===== src/logic/csr_pkg.sv =====
package csr_pkg;

    typedef logic [11:0] csr_addr_t;
    typedef logic [31:0] csr_word_t;

    // Machine information, read-only
    localparam csr_addr_t mvendorid_addr = 12'hf11;
    localparam csr_addr_t marchid_addr = 12'hf12;
    localparam csr_addr_t mimpid_addr = 12'hf13;
    localparam csr_addr_t mhartid_addr = 12'hf14;

    // Trap setup
    localparam csr_addr_t mstatus_addr = 12'h300;
    localparam csr_addr_t misa_addr = 12'h301;
    localparam csr_addr_t mie_addr = 12'h304;
    localparam csr_addr_t mtvec_addr = 12'h305;
    localparam csr_addr_t mcounteren_addr = 12'h306;

    // Trap handling
    localparam csr_addr_t mscratch_addr = 12'h340;
    localparam csr_addr_t mepc_addr = 12'h341;
    localparam csr_addr_t mcause_addr = 12'h342;
    localparam csr_addr_t mtval_addr = 12'h343;
    localparam csr_addr_t mip_addr = 12'h344;

    localparam csr_word_t mvendorid_value = 32'h0000_0000;
    localparam csr_word_t marchid_value = 32'h0000_0000;
    localparam csr_word_t mimpid_value = 32'h0000_0000;
    localparam csr_word_t mhartid_value = 32'h0000_0000;
    // MXL = 32 bit, I extension only
    localparam csr_word_t misa_value = 32'h4000_0100;
    // Handler base, mode bits 1:0 = direct
    localparam csr_word_t mtvec_value = 32'h0000_0100;
    localparam csr_word_t mcounteren_value = 32'h0000_0000;

    // MSIE, MTIE and MEIE only
    localparam csr_word_t mie_write_mask = 32'h0000_0888;
    localparam csr_word_t mepc_write_mask = 32'hffff_fffc;

    // Interrupt bit positions shared by mie and mip
    localparam int irq_soft_bit = 3;
    localparam int irq_timer_bit = 7;
    localparam int irq_ext_bit = 11;

    localparam int mstatus_mie_bit = 3;
    localparam int mstatus_mpie_bit = 7;
    localparam int mstatus_mpp_lo = 11;
    localparam int mstatus_mpp_hi = 12;
    localparam logic [1:0] machine_mode = 2'b11;

    typedef struct packed {
        logic valid;
        csr_addr_t addr;
        csr_word_t data;
    } csr_write_t;

endpackage

===== src/logic/trap_pkg.sv =====
package trap_pkg;

    typedef logic [30:0] cause_code_t;

    // Synchronous exception codes
    localparam cause_code_t cause_illegal_instr = 31'd2;
    localparam cause_code_t cause_breakpoint = 31'd3;
    localparam cause_code_t cause_load_misaligned = 31'd4;
    localparam cause_code_t cause_ecall_m = 31'd11;

    // Same layout as the mcause register
    typedef struct packed {
        logic interrupt;
        cause_code_t code;
    } mcause_t;

    typedef struct packed {
        csr_pkg::csr_word_t pc;
        mcause_t cause;
        csr_pkg::csr_word_t tval;
    } trap_event_t;

endpackage


===== src/logic/csr_subsystem.sv =====
`timescale 1ns/1ps

module csr_subsystem (
    input logic clk,
    input logic reset,
    input csr_pkg::csr_write_t instr_write,
    input csr_pkg::csr_addr_t csr_addr,
    output csr_pkg::csr_word_t csr_out,
    input logic is_mret,
    input logic trap_valid,
    input trap_pkg::trap_event_t trap_event,
    input logic meip,
    input logic mtip,
    input logic msip,
    output logic stall,
    output logic trap_busy
);
    import csr_pkg::*;

    csr_write_t trap_write;
    csr_write_t port_write;
    logic mstatus_trap;

    csr_write_arbiter arbiter_inst (
        .clk(clk),
        .reset(reset),
        .instr_write(instr_write),
        .trap_write(trap_write),
        .trap_busy(trap_busy),
        .port_write(port_write),
        .stall(stall)
    );

    trap_unit trap_inst (
        .clk(clk),
        .reset(reset),
        .trap_valid(trap_valid),
        .trap_event(trap_event),
        .trap_write(trap_write),
        .mstatus_trap(mstatus_trap),
        .trap_busy(trap_busy)
    );

    csr_file csr_file_inst (
        .clk(clk),
        .reset(reset),
        .port_write(port_write),
        .mstatus_trap(mstatus_trap),
        .is_mret(is_mret),
        .csr_addr(csr_addr),
        .meip(meip),
        .mtip(mtip),
        .msip(msip),
        .csr_out(csr_out)
    );

endmodule


===== src/logic/csr_file.sv =====
`timescale 1ns/1ps

module csr_file (
    input logic clk,
    input logic reset,
    input csr_pkg::csr_write_t port_write,
    input logic mstatus_trap,
    input logic is_mret,
    input csr_pkg::csr_addr_t csr_addr,
    input logic meip,
    input logic mtip,
    input logic msip,
    output csr_pkg::csr_word_t csr_out
);
    import csr_pkg::*;
    import trap_pkg::*;

    logic write_mstatus;
    logic write_mie;
    logic write_mscratch;
    logic write_mepc;
    logic write_mcause;
    logic write_mtval;

    csr_word_t mstatus;
    csr_word_t mie;
    csr_word_t mip;
    csr_word_t mscratch;
    csr_word_t mepc;
    csr_word_t mtval;
    mcause_t mcause;
    csr_word_t read_value;

    // Write decode ignores read-only and unknown addresses
    assign write_mstatus = port_write.valid && (port_write.addr == mstatus_addr);
    assign write_mie = port_write.valid && (port_write.addr == mie_addr);
    assign write_mscratch = port_write.valid && (port_write.addr == mscratch_addr);
    assign write_mepc = port_write.valid && (port_write.addr == mepc_addr);
    assign write_mcause = port_write.valid && (port_write.addr == mcause_addr);
    assign write_mtval = port_write.valid && (port_write.addr == mtval_addr);

    mstatus_reg mstatus_inst (
        .clk(clk),
        .reset(reset),
        .write_enable(write_mstatus),
        .write_data(port_write.data),
        .trap_entry(mstatus_trap),
        .is_mret(is_mret),
        .mstatus(mstatus)
    );

    always_ff @(posedge clk)
    begin
        if (reset)
        begin
            mie <= '0;
        end
        else if (write_mie)
        begin
            mie <= port_write.data & mie_write_mask;
        end
    end

    // Pending bits follow the interrupt lines directly
    always_comb
    begin
        mip = '0;
        mip[irq_ext_bit] = meip;
        mip[irq_timer_bit] = mtip;
        mip[irq_soft_bit] = msip;
    end

    csr_field_reg #(.data_t(csr_word_t), .reset_value('0)) mscratch_inst (
        .clk(clk),
        .reset(reset),
        .write_enable(write_mscratch),
        .write_data(port_write.data),
        .value(mscratch)
    );

    // IALIGN is 32 so the low two bits of mepc stay zero
    csr_field_reg #(.data_t(csr_word_t), .reset_value('0)) mepc_inst (
        .clk(clk),
        .reset(reset),
        .write_enable(write_mepc),
        .write_data(port_write.data & mepc_write_mask),
        .value(mepc)
    );

    csr_field_reg #(.data_t(mcause_t), .reset_value('0)) mcause_inst (
        .clk(clk),
        .reset(reset),
        .write_enable(write_mcause),
        .write_data(mcause_t'(port_write.data)),
        .value(mcause)
    );

    csr_field_reg #(.data_t(csr_word_t), .reset_value('0)) mtval_inst (
        .clk(clk),
        .reset(reset),
        .write_enable(write_mtval),
        .write_data(port_write.data),
        .value(mtval)
    );

    always_comb
    begin
        case (csr_addr)
            mvendorid_addr: read_value = mvendorid_value;
            marchid_addr: read_value = marchid_value;
            mimpid_addr: read_value = mimpid_value;
            mhartid_addr: read_value = mhartid_value;
            mstatus_addr: read_value = mstatus;
            misa_addr: read_value = misa_value;
            mie_addr: read_value = mie;
            mtvec_addr: read_value = mtvec_value;
            mcounteren_addr: read_value = mcounteren_value;
            mscratch_addr: read_value = mscratch;
            mepc_addr: read_value = mepc;
            mcause_addr: read_value = csr_word_t'(mcause);
            mtval_addr: read_value = mtval;
            mip_addr: read_value = mip;
            default: read_value = '0;
        endcase
    end

    // The mret encoding decodes to a CSR address that does not exist here
    assign csr_out = is_mret ? mepc : read_value;

endmodule


===== src/logic/trap_unit.sv =====
`timescale 1ns/1ps

module trap_unit (
    input logic clk,
    input logic reset,
    input logic trap_valid,
    input trap_pkg::trap_event_t trap_event,
    output csr_pkg::csr_write_t trap_write,
    output logic mstatus_trap,
    output logic trap_busy
);
    import csr_pkg::*;
    import trap_pkg::*;

    typedef enum logic [1:0] {
        state_idle,
        state_write_epc,
        state_write_cause,
        state_write_tval
    } trap_state_t;

    trap_state_t state;
    trap_event_t held_event;

    always_ff @(posedge clk)
    begin
        if (reset)
        begin
            state <= state_idle;
        end
        else
        begin
            case (state)
                state_idle:
                begin
                    if (trap_valid)
                    begin
                        state <= state_write_epc;
                    end
                end
                state_write_epc: state <= state_write_cause;
                state_write_cause: state <= state_write_tval;
                default: state <= state_idle;
            endcase
        end
    end

    // Event payload captured as the trap is accepted
    always_ff @(posedge clk)
    begin
        if (state == state_idle && trap_valid)
        begin
            held_event <= trap_event;
        end
    end

    // One CSR write per busy cycle
    always_comb
    begin
        trap_write = '0;
        case (state)
            state_write_epc:
            begin
                trap_write.valid = 1'b1;
                trap_write.addr = mepc_addr;
                trap_write.data = held_event.pc;
            end
            state_write_cause:
            begin
                trap_write.valid = 1'b1;
                trap_write.addr = mcause_addr;
                trap_write.data = csr_word_t'(held_event.cause);
            end
            state_write_tval:
            begin
                trap_write.valid = 1'b1;
                trap_write.addr = mtval_addr;
                trap_write.data = held_event.tval;
            end
            default: trap_write = '0;
        endcase
    end

    assign mstatus_trap = (state == state_write_epc);
    assign trap_busy = (state != state_idle);

    // The core must not raise a new trap during entry
    assert property (@(posedge clk) disable iff (reset)
        trap_busy |-> !trap_valid)
        else $error("trap_unit: trap_valid while trap entry is busy");

endmodule


===== src/logic/mstatus_reg.sv =====
`timescale 1ns/1ps

module mstatus_reg (
    input logic clk,
    input logic reset,
    input logic write_enable,
    input csr_pkg::csr_word_t write_data,
    input logic trap_entry,
    input logic is_mret,
    output csr_pkg::csr_word_t mstatus
);
    import csr_pkg::*;

    logic status_mie;
    logic status_mpie;

    // Trap entry first, then mret, then a plain CSR write
    always_ff @(posedge clk)
    begin
        if (reset)
        begin
            status_mie <= 1'b0;
            status_mpie <= 1'b0;
        end
        else if (trap_entry)
        begin
            status_mpie <= status_mie;
            status_mie <= 1'b0;
        end
        else if (is_mret)
        begin
            status_mie <= status_mpie;
            status_mpie <= 1'b1;
        end
        else if (write_enable)
        begin
            status_mie <= write_data[mstatus_mie_bit];
            status_mpie <= write_data[mstatus_mpie_bit];
        end
    end

    // Machine mode only, so MPP is hardwired
    always_comb
    begin
        mstatus = '0;
        mstatus[mstatus_mie_bit] = status_mie;
        mstatus[mstatus_mpie_bit] = status_mpie;
        mstatus[mstatus_mpp_hi:mstatus_mpp_lo] = machine_mode;
    end

    assert property (@(posedge clk) disable iff (reset)
        !(trap_entry && is_mret))
        else $error("mstatus_reg: trap entry and mret in the same cycle");

endmodule


===== src/logic/csr_field_reg.sv =====
`timescale 1ns/1ps

module csr_field_reg #(
    parameter type data_t = logic [31:0],
    parameter data_t reset_value = '0
) (
    input logic clk,
    input logic reset,
    input logic write_enable,
    input data_t write_data,
    output data_t value
);

    data_t stored;

    always_ff @(posedge clk)
    begin
        if (reset)
        begin
            stored <= reset_value;
        end
        else if (write_enable)
        begin
            stored <= write_data;
        end
    end

    assign value = stored;

endmodule


===== src/logic/csr_write_arbiter.sv =====
`timescale 1ns/1ps

module csr_write_arbiter (
    input logic clk,
    input logic reset,
    input csr_pkg::csr_write_t instr_write,
    input csr_pkg::csr_write_t trap_write,
    input logic trap_busy,
    output csr_pkg::csr_write_t port_write,
    output logic stall
);
    import csr_pkg::*;

    logic grant_trap;
    logic grant_instr;

    // Fixed priority where the trap unit always wins
    always_comb
    begin
        grant_trap = trap_write.valid;
        grant_instr = instr_write.valid && !trap_write.valid && !trap_busy;
        stall = instr_write.valid && !grant_instr;

        if (grant_trap)
        begin
            port_write = trap_write;
        end
        else
        begin
            port_write = instr_write;
            port_write.valid = grant_instr;
        end
    end

    // Trap writes come only during trap entry, so the busy stall
    // keeps the instruction side off the port for all of them
    assert property (@(posedge clk) disable iff (reset)
        trap_write.valid |-> trap_busy)
        else $error("csr_write_arbiter: trap write outside trap entry");

    // Pipeline must keep a stalled write on its port until it is taken
    assert property (@(posedge clk) disable iff (reset)
        stall |=> instr_write.valid)
        else $error("csr_write_arbiter: stalled write dropped by pipeline");

endmodule


===== config.mk =====
export PLATFORM = sky130hd
export DESIGN_NAME = csr_subsystem
export DESIGN_NICKNAME = d
export VERILOG_FILES = /design/src/logic/csr_pkg.sv /design/src/logic/trap_pkg.sv /design/src/logic/csr_subsystem.sv /design/src/logic/csr_file.sv /design/src/logic/trap_unit.sv /design/src/logic/mstatus_reg.sv /design/src/logic/csr_field_reg.sv /design/src/logic/csr_write_arbiter.sv
export SDC_FILE = /design/constraint.sdc
export NUM_CORES = 1
export LEC_CHECK = 0
export BUFFER_PORTS_ARGS = -buffer_cell sky130_fd_sc_hd__buf_2
export CAP_MARGIN = 20
export CORE_MARGIN = 4
export CORE_UTILIZATION = 45
export CTS_BUF_LIST = sky130_fd_sc_hd__clkbuf_8
export DETAILED_ROUTE_END_ITERATION = 8
export GPL_ROUTABILITY_DRIVEN = 0
export PLACE_DENSITY = 0.69
export SLEW_MARGIN = 20
export SYNTH_ARGS = -nofsm -noshare
export SYNTH_HDL_FRONTEND = slang
export SYNTH_SLANG_ARGS = --single-unit

===== constraint.sdc =====
create_clock -name clk -period 3.9 [get_ports clk]
set_clock_uncertainty 0.15 [all_clocks]
set_input_delay 0.78 -clock clk [delete_from_list [all_inputs] [get_ports clk]]
set_output_delay 0.78 -clock clk [all_outputs]
set_load 0.05 [all_outputs]

; After elaboration in Yosys (flattened, before gate mapping)
; Cells that the tools add are included.
[totals]
regBits = 229
wordCells = 61
output_inout_bits = 34
[classes]
n_eq_ne = 19
reduce_logical = 18
n_mux = 11
[ops]
columns = operator, n
row1 = 32-bit case mux with 9 select lines, 1
row2 = "12-bit by 10-bit == test with 1-bit output, second input constant", 15
row3 = 45-bit case mux with 3 select lines, 1
row4 = 45-bit 2-to-1 mux, 1
row5 = 32-bit 2-to-1 mux, 1
row6 = 1-bit logical AND, 10
row7 = 2-bit case mux with 3 select lines, 1
row8 = 1-bit 2-to-1 mux, 5
row9 = "2-bit == test, second input constant", 2
row10 = 2-bit nonzero test, 2
row11 = 1-bit zero test, 3
row12 = 3-bit nonzero test, 1
row13 = "2-bit by 1-bit == test with 1-bit output, second input constant", 1
row14 = 2-bit zero test, 1
row15 = 2-bit 2-to-1 mux, 1
row16 = "2-bit inequality test, second input constant", 1
row17 = 2-bit OR reduction, 1

; Longest topological paths before layout
[depth]
depth_word = 11
depth_mapped = 9

; By module
; A second synthesis with hierarchy kept.
[unflattened]
hier_cells = 970
area_unflattened_um2 = 11389.7
[modules_own_cells]
columns = mod, cells_each, seq_area_each_um2, instances, area_each_um2
row1 = csr_field_reg, 103, 640.6, 4, 1163.6
row2 = trap_unit, 208, 2922.8, 1, 3689.8
row3 = csr_file, 254, 60.1, 1, 1948.1
row4 = csr_write_arbiter, 52, 0.0, 1, 748.2
row5 = mstatus_reg, 44, 40.0, 1, 349.1

; Least setup slack after synthesis
; OpenSTA, ideal clock, no wires.
[synth_timing]
path_kind = input to output
startpoint = input csr_addr[7]
endpoint = output csr_out[10]
required_time_ps = 2970
slack_ps = -309
n_path_buf = 1
stages = 5
t_arrival_ps = 3279
path_cell_list = or4_1 -> nor4_4 -> clkbuf_1 -> a22oi_1 -> o21ai_0
[synth_between]
elab_chain_len = 3
elab_cells_between_ends = 11
cone_classes = eq/ne: 9 / mux: 2
[synth_rtl]
columns = item, line_no
row1 = start: declaration, csr_subsystem.sv:7  ; input csr_pkg::csr_addr_t csr_addr,
row2 = 12-bit by 10-bit == test with 1-bit output, csr_file.sv:108  ; case (csr_addr)
row3 = 32-bit case mux with 9 select lines (*), csr_file.sv:108
row4 = 32-bit 2-to-1 mux (*), csr_file.sv:128  ; assign csr_out = is_mret ? mepc : read_value;
row5 = end: declaration, csr_subsystem.sv:8  ; output csr_pkg::csr_word_t csr_out,
; Every way passes the cells marked *; elsewhere a longest branch is shown, timed or not.

; Worst setup path in the final report
[layout_timing]
startpoint = input csr_addr[7]
endpoint = output csr_out[31]
; Same word-level chain as after synthesis.

==> impl_summary.txt <==
----------------------------------------------------
[Status]
  Result of the run ... finished, final reports clean

[Global route]
  Pin count of the biggest net entering global routing ... 91
  Total global-route track usage ... 19.7%
  Wire length of the first global-routing pass ... just over 40 mm
  Number of global-route vias before repair ... 7,684
  Initial antenna violation count ... 2
  GRT Residual Overflow ... 0

[Finish]
  Total Nets Final ... around 1,300
  Synth-to-Final Area Change ... 20.6%
  Share of final-layout standard cells stronger than drive strength 1 ... 33.1%
  Commonest cells after routing, fill and taps aside ... sky130_fd_sc_hd__buf_2 (179), sky130_fd_sc_hd__mux2i_1 (137), sky130_fd_sc_hd__dfxtp_1 (133), sky130_fd_sc_hd__nand2b_1 (103), sky130_fd_sc_hd__edfxtp_1 (96)
  Final cell count without fillers ... roughly 1,400
  Leading cell type in the layout, fill and taps excluded ... sky130_fd_sc_hd__buf_2
  Final design instance area without fill ... 12,800 um^2

[Place]
  Worst slack after detailed placement ... 0.231 ns
  Sum of net half-perimeters after detailed placement ... 17.7 mm
  Number of input and output port buffers inserted ... 193
  Placement-stage cell area ... roughly 12,000 um^2
  Placed Instances ... approximately 1,400

[Worst setup path]
  Worst setup startpoint ... csr_addr[7]
  Buffers & Inverters on Critical Path ... 4
  Sort of element at the start of the critical path ... primary input
  Crit-path max FO ... 18
  Cell type group with the largest total delay on the critical path ... simple AND/OR/NAND/NOR gates
  Endpoint type of the worst setup path ... output pin
  Reg-to-reg critical path startpoint ... trap_inst.state[1]
  Data arrival time at the worst-slack endpoint ... between 2 and 3 ns
  Worst EP required ... around 3.0 ns
  Delay of the slowest cell on the worst path ... 0.52 ns
  Crit path max-delay cell type ... sky130_fd_sc_hd__or4_1
  CP cell instances ... buf_2 -> or4_1 -> buf_4 -> nor4_4 -> buf_12 -> a22oi_1 -> o21ai_0 -> buf_12
  Worst Setup Path Type ... in -> out
  Dominant cell type by count on the critical path ... sky130_fd_sc_hd__buf_12

[Clock network]
  Setup fix buffers added after clock tree synthesis ... 0
  CTS tree ... yes
  CTS root buf ... sky130_fd_sc_hd__clkbuf_8
  Post-cts sizing count ... 0
  Clock sinks ... around 230
  Post-CTS Hold Buffers ... 0
  Number of buffers added by the clock tree synthesis step ... 38
  Clock-pin slew reported for the worst setup and hold paths after clock tree synthesis ... ~0.06 ns
  Clock H-tree levels ... 2
  Clock insertion delay at the later pin of the skew report ... ~0.51 ns
  Buffer levels on the longest clock path ... 3

[Timing]
  Setup repair after global routing missed its margin ... no
  Fmax ... roughly 270 MHz
  Worst-Margin Slew ... ~0.96 ns
  Number of endpoints with negative hold slack in the final report ... 0
  Post-layout min period ... roughly 3.7 ns
  Period utilisation layout ... 93.7%
  Slew Limit Fails ... 0
  Setup WS post-layout ... approximately 0.25 ns
  Final Setup Violations ... 0
  Relative slew margins ... a little over a third

[Floorplan]
  Die area ... around 26,000 um^2
  Y dimension of the die ... approximately 160 um
  Standard cell core area ... 22,900 um^2
  Number of primary I/O pins ... roughly 190
  Starting utilization of the core area ... between 40% and 50%
  Cell row count ... 55
  Die width ... around 160 um

[Synth]
  Number of enable-type register cells in the synthesized netlist ... 96
  Async S/R FF share, synth ... 0%
  Post-synthesis cell type count ... 62
  Warnings from Yosys ... 0
  Cells after Synth ... 910
  Most frequently used flop master after synthesis ... sky130_fd_sc_hd__dfxtp_1
  Post-synthesis area per instance ... around 12 um^2
  Syn Nets ... 1,074
  Count of state elements after synthesis ... 229
  Sequential share of the synthesized area ... between 50% and 60%
  Netlist Area Pre-Place ... 10,600 um^2

[Route]
  Aggregate routed wire length ... around 26 mm
  Detailed-router iteration count before antenna repair ... 8
  Total number of vias ... approximately 7,600
  Post-detailed-route DRC marker count ... 0
  Initial DRC Count ... 560
  Wire per inst ... ~18 um
  Post-DRT Antenna Nets ... 0
  Per-cell via count in the routed design ... roughly 5.3

[Pwr]
  Power density over cell area ... between 600 and 700 nW/um^2
  Worst VDD drop ... around 0.00043 V
  Lkg Pwr ... slightly below 5 nW

[Job]
  Max capacitance violation total ... 0

[Min path]
  Hold path startpoint ... trap_event[71]
  Hold Path Class ... in -> reg

----------------------------------------------------
## flip-flops by register name, indices dropped and copies added, names as in the netlist
name                                    cells
trap_inst.held_event                       96
csr_file_inst.mscratch_inst.value          32
csr_file_inst.mstatus_inst.status_mie       1
csr_file_inst.mtval_inst.value             32
trap_inst.state                             2
csr_file_inst.mepc_inst.value              30
csr_file_inst.mcause_inst.value            32
csr_file_inst.mstatus_inst.status_mpie      1
csr_file_inst.mie                           3
## worst reg2reg max path, delay by kind of cell, from the launching register on
| family | cells | cell delay, ns |
|---|---|---|
| mux | 1 | 0.13 |
| flops | 1 | 0.33 |
| fa+ha+maj | 1 | 0.43 |
| buf+inv | 2 | 0.43 |
| simple gates | 2 | 0.85 |
| compound gates | 1 | 0.33 |
## metrics by stage
step / TNS, ns / power [mW] / hold WS, ns / util [%]
floorplan: -0.524 / 5.06 / 0.291 / -
global placement: 0 / 5.74 / 0.306 / 52.5
detailed placement: 0 / 5.78 / 0.310 / 52.5
CTS: 0 / 7.82 / 0.265 / 55.7
global route: 0 / 8.21 / 0.256 / 55.7
finish: 0 / 7.76 / 0.289 / 55.7
## cell families after synthesis
logic type,Yosys count,synth area share (%)
AO/OA/AOI/OAI,154,10.4
adder cells (fa/ha/maj),4,0.473
buffers and inverters,77,4.22
flip-flops,229,52.4
multiplexers,161,15.5
AND/OR/NAND/NOR,285,17.0
## Yosys cell counts, types with 3 or more instances
master	instances	area, um^2
sky130_fd_sc_hd__clkbuf_8	4	55.1
sky130_fd_sc_hd__edfxtp_1	96	2880
sky130_fd_sc_hd__nor2_1	18	67.6
sky130_fd_sc_hd__ha_1	4	50.1
sky130_fd_sc_hd__clkbuf_1	48	180
sky130_fd_sc_hd__nor4_1	9	56.3
sky130_fd_sc_hd__a22oi_1	26	195
sky130_fd_sc_hd__nor2b_1	5	31.3
sky130_fd_sc_hd__dfxtp_1	133	2660
sky130_fd_sc_hd__o21ai_0	61	305
sky130_fd_sc_hd__buf_12	6	120
sky130_fd_sc_hd__nand3_1	6	30.0
sky130_fd_sc_hd__mux2_2	24	270
sky130_fd_sc_hd__or2b_2	53	464
sky130_fd_sc_hd__nand2_1	58	218
sky130_fd_sc_hd__buf_2	9	45.0
sky130_fd_sc_hd__or2b_1	5	37.5
sky130_fd_sc_hd__inv_1	6	22.5
sky130_fd_sc_hd__nand2b_1	103	644
sky130_fd_sc_hd__mux2i_1	137	1370
sky130_fd_sc_hd__a222oi_1	34	340
sky130_fd_sc_hd__nor3_1	4	20.0
sky130_fd_sc_hd__or3b_2	3	26.3
sky130_fd_sc_hd__a21oi_1	12	60.1
## power by group
part | internal, mW | total, mW | switching (mW) | leakage, nW
Sequential | 3.08 | 3.29 | 0.204 | 1.99
Clock | 1.09 | 2.02 | 0.926 | 0.420
Combinational | 0.938 | 2.46 | 1.52 | 2.41
Total | 5.11 | 7.76 | 2.65 | 4.82
## per-layer routing
metal  GRT usage (%)  vias up  share of wire (%)
li1                -     3705                  -
met1            28.4     3581                 47
met2            29.9      276                 44
met3            4.95       38                7.7
met4            4.61        4                1.5
met5               0        -              0.054
## final timing paths
check	to	slack (ns)	depth (start not counted)
worst min-delay path	trap_inst.held_event[71]	0.29	1
worst max register to register	csr_file_inst.mscratch_inst.value[29]	1.13	7
worst min register to register	csr_file_inst.mcause_inst.value[28]	0.32	2
worst max-delay path	csr_out[31]	0.25	8
## cell type report
| cell class | count | area [um^2] |
|---|---|---|
| Antenna cell | 1 | 2.50 |
| Tap cell | 313 | 392 |
| Timing Repair Buffer | 219 | 1450 |
| Sequential cell | 229 | 5550 |
| Inverter | 7 | 26.3 |
| Clock inverter | 22 | 124 |
| Multi-Input combinational cell | 604 | 4630 |
| Fill cell | 1992 | 10100 |
| Clock buffer | 44 | 606 |
(Power assumes the default switching activity.)
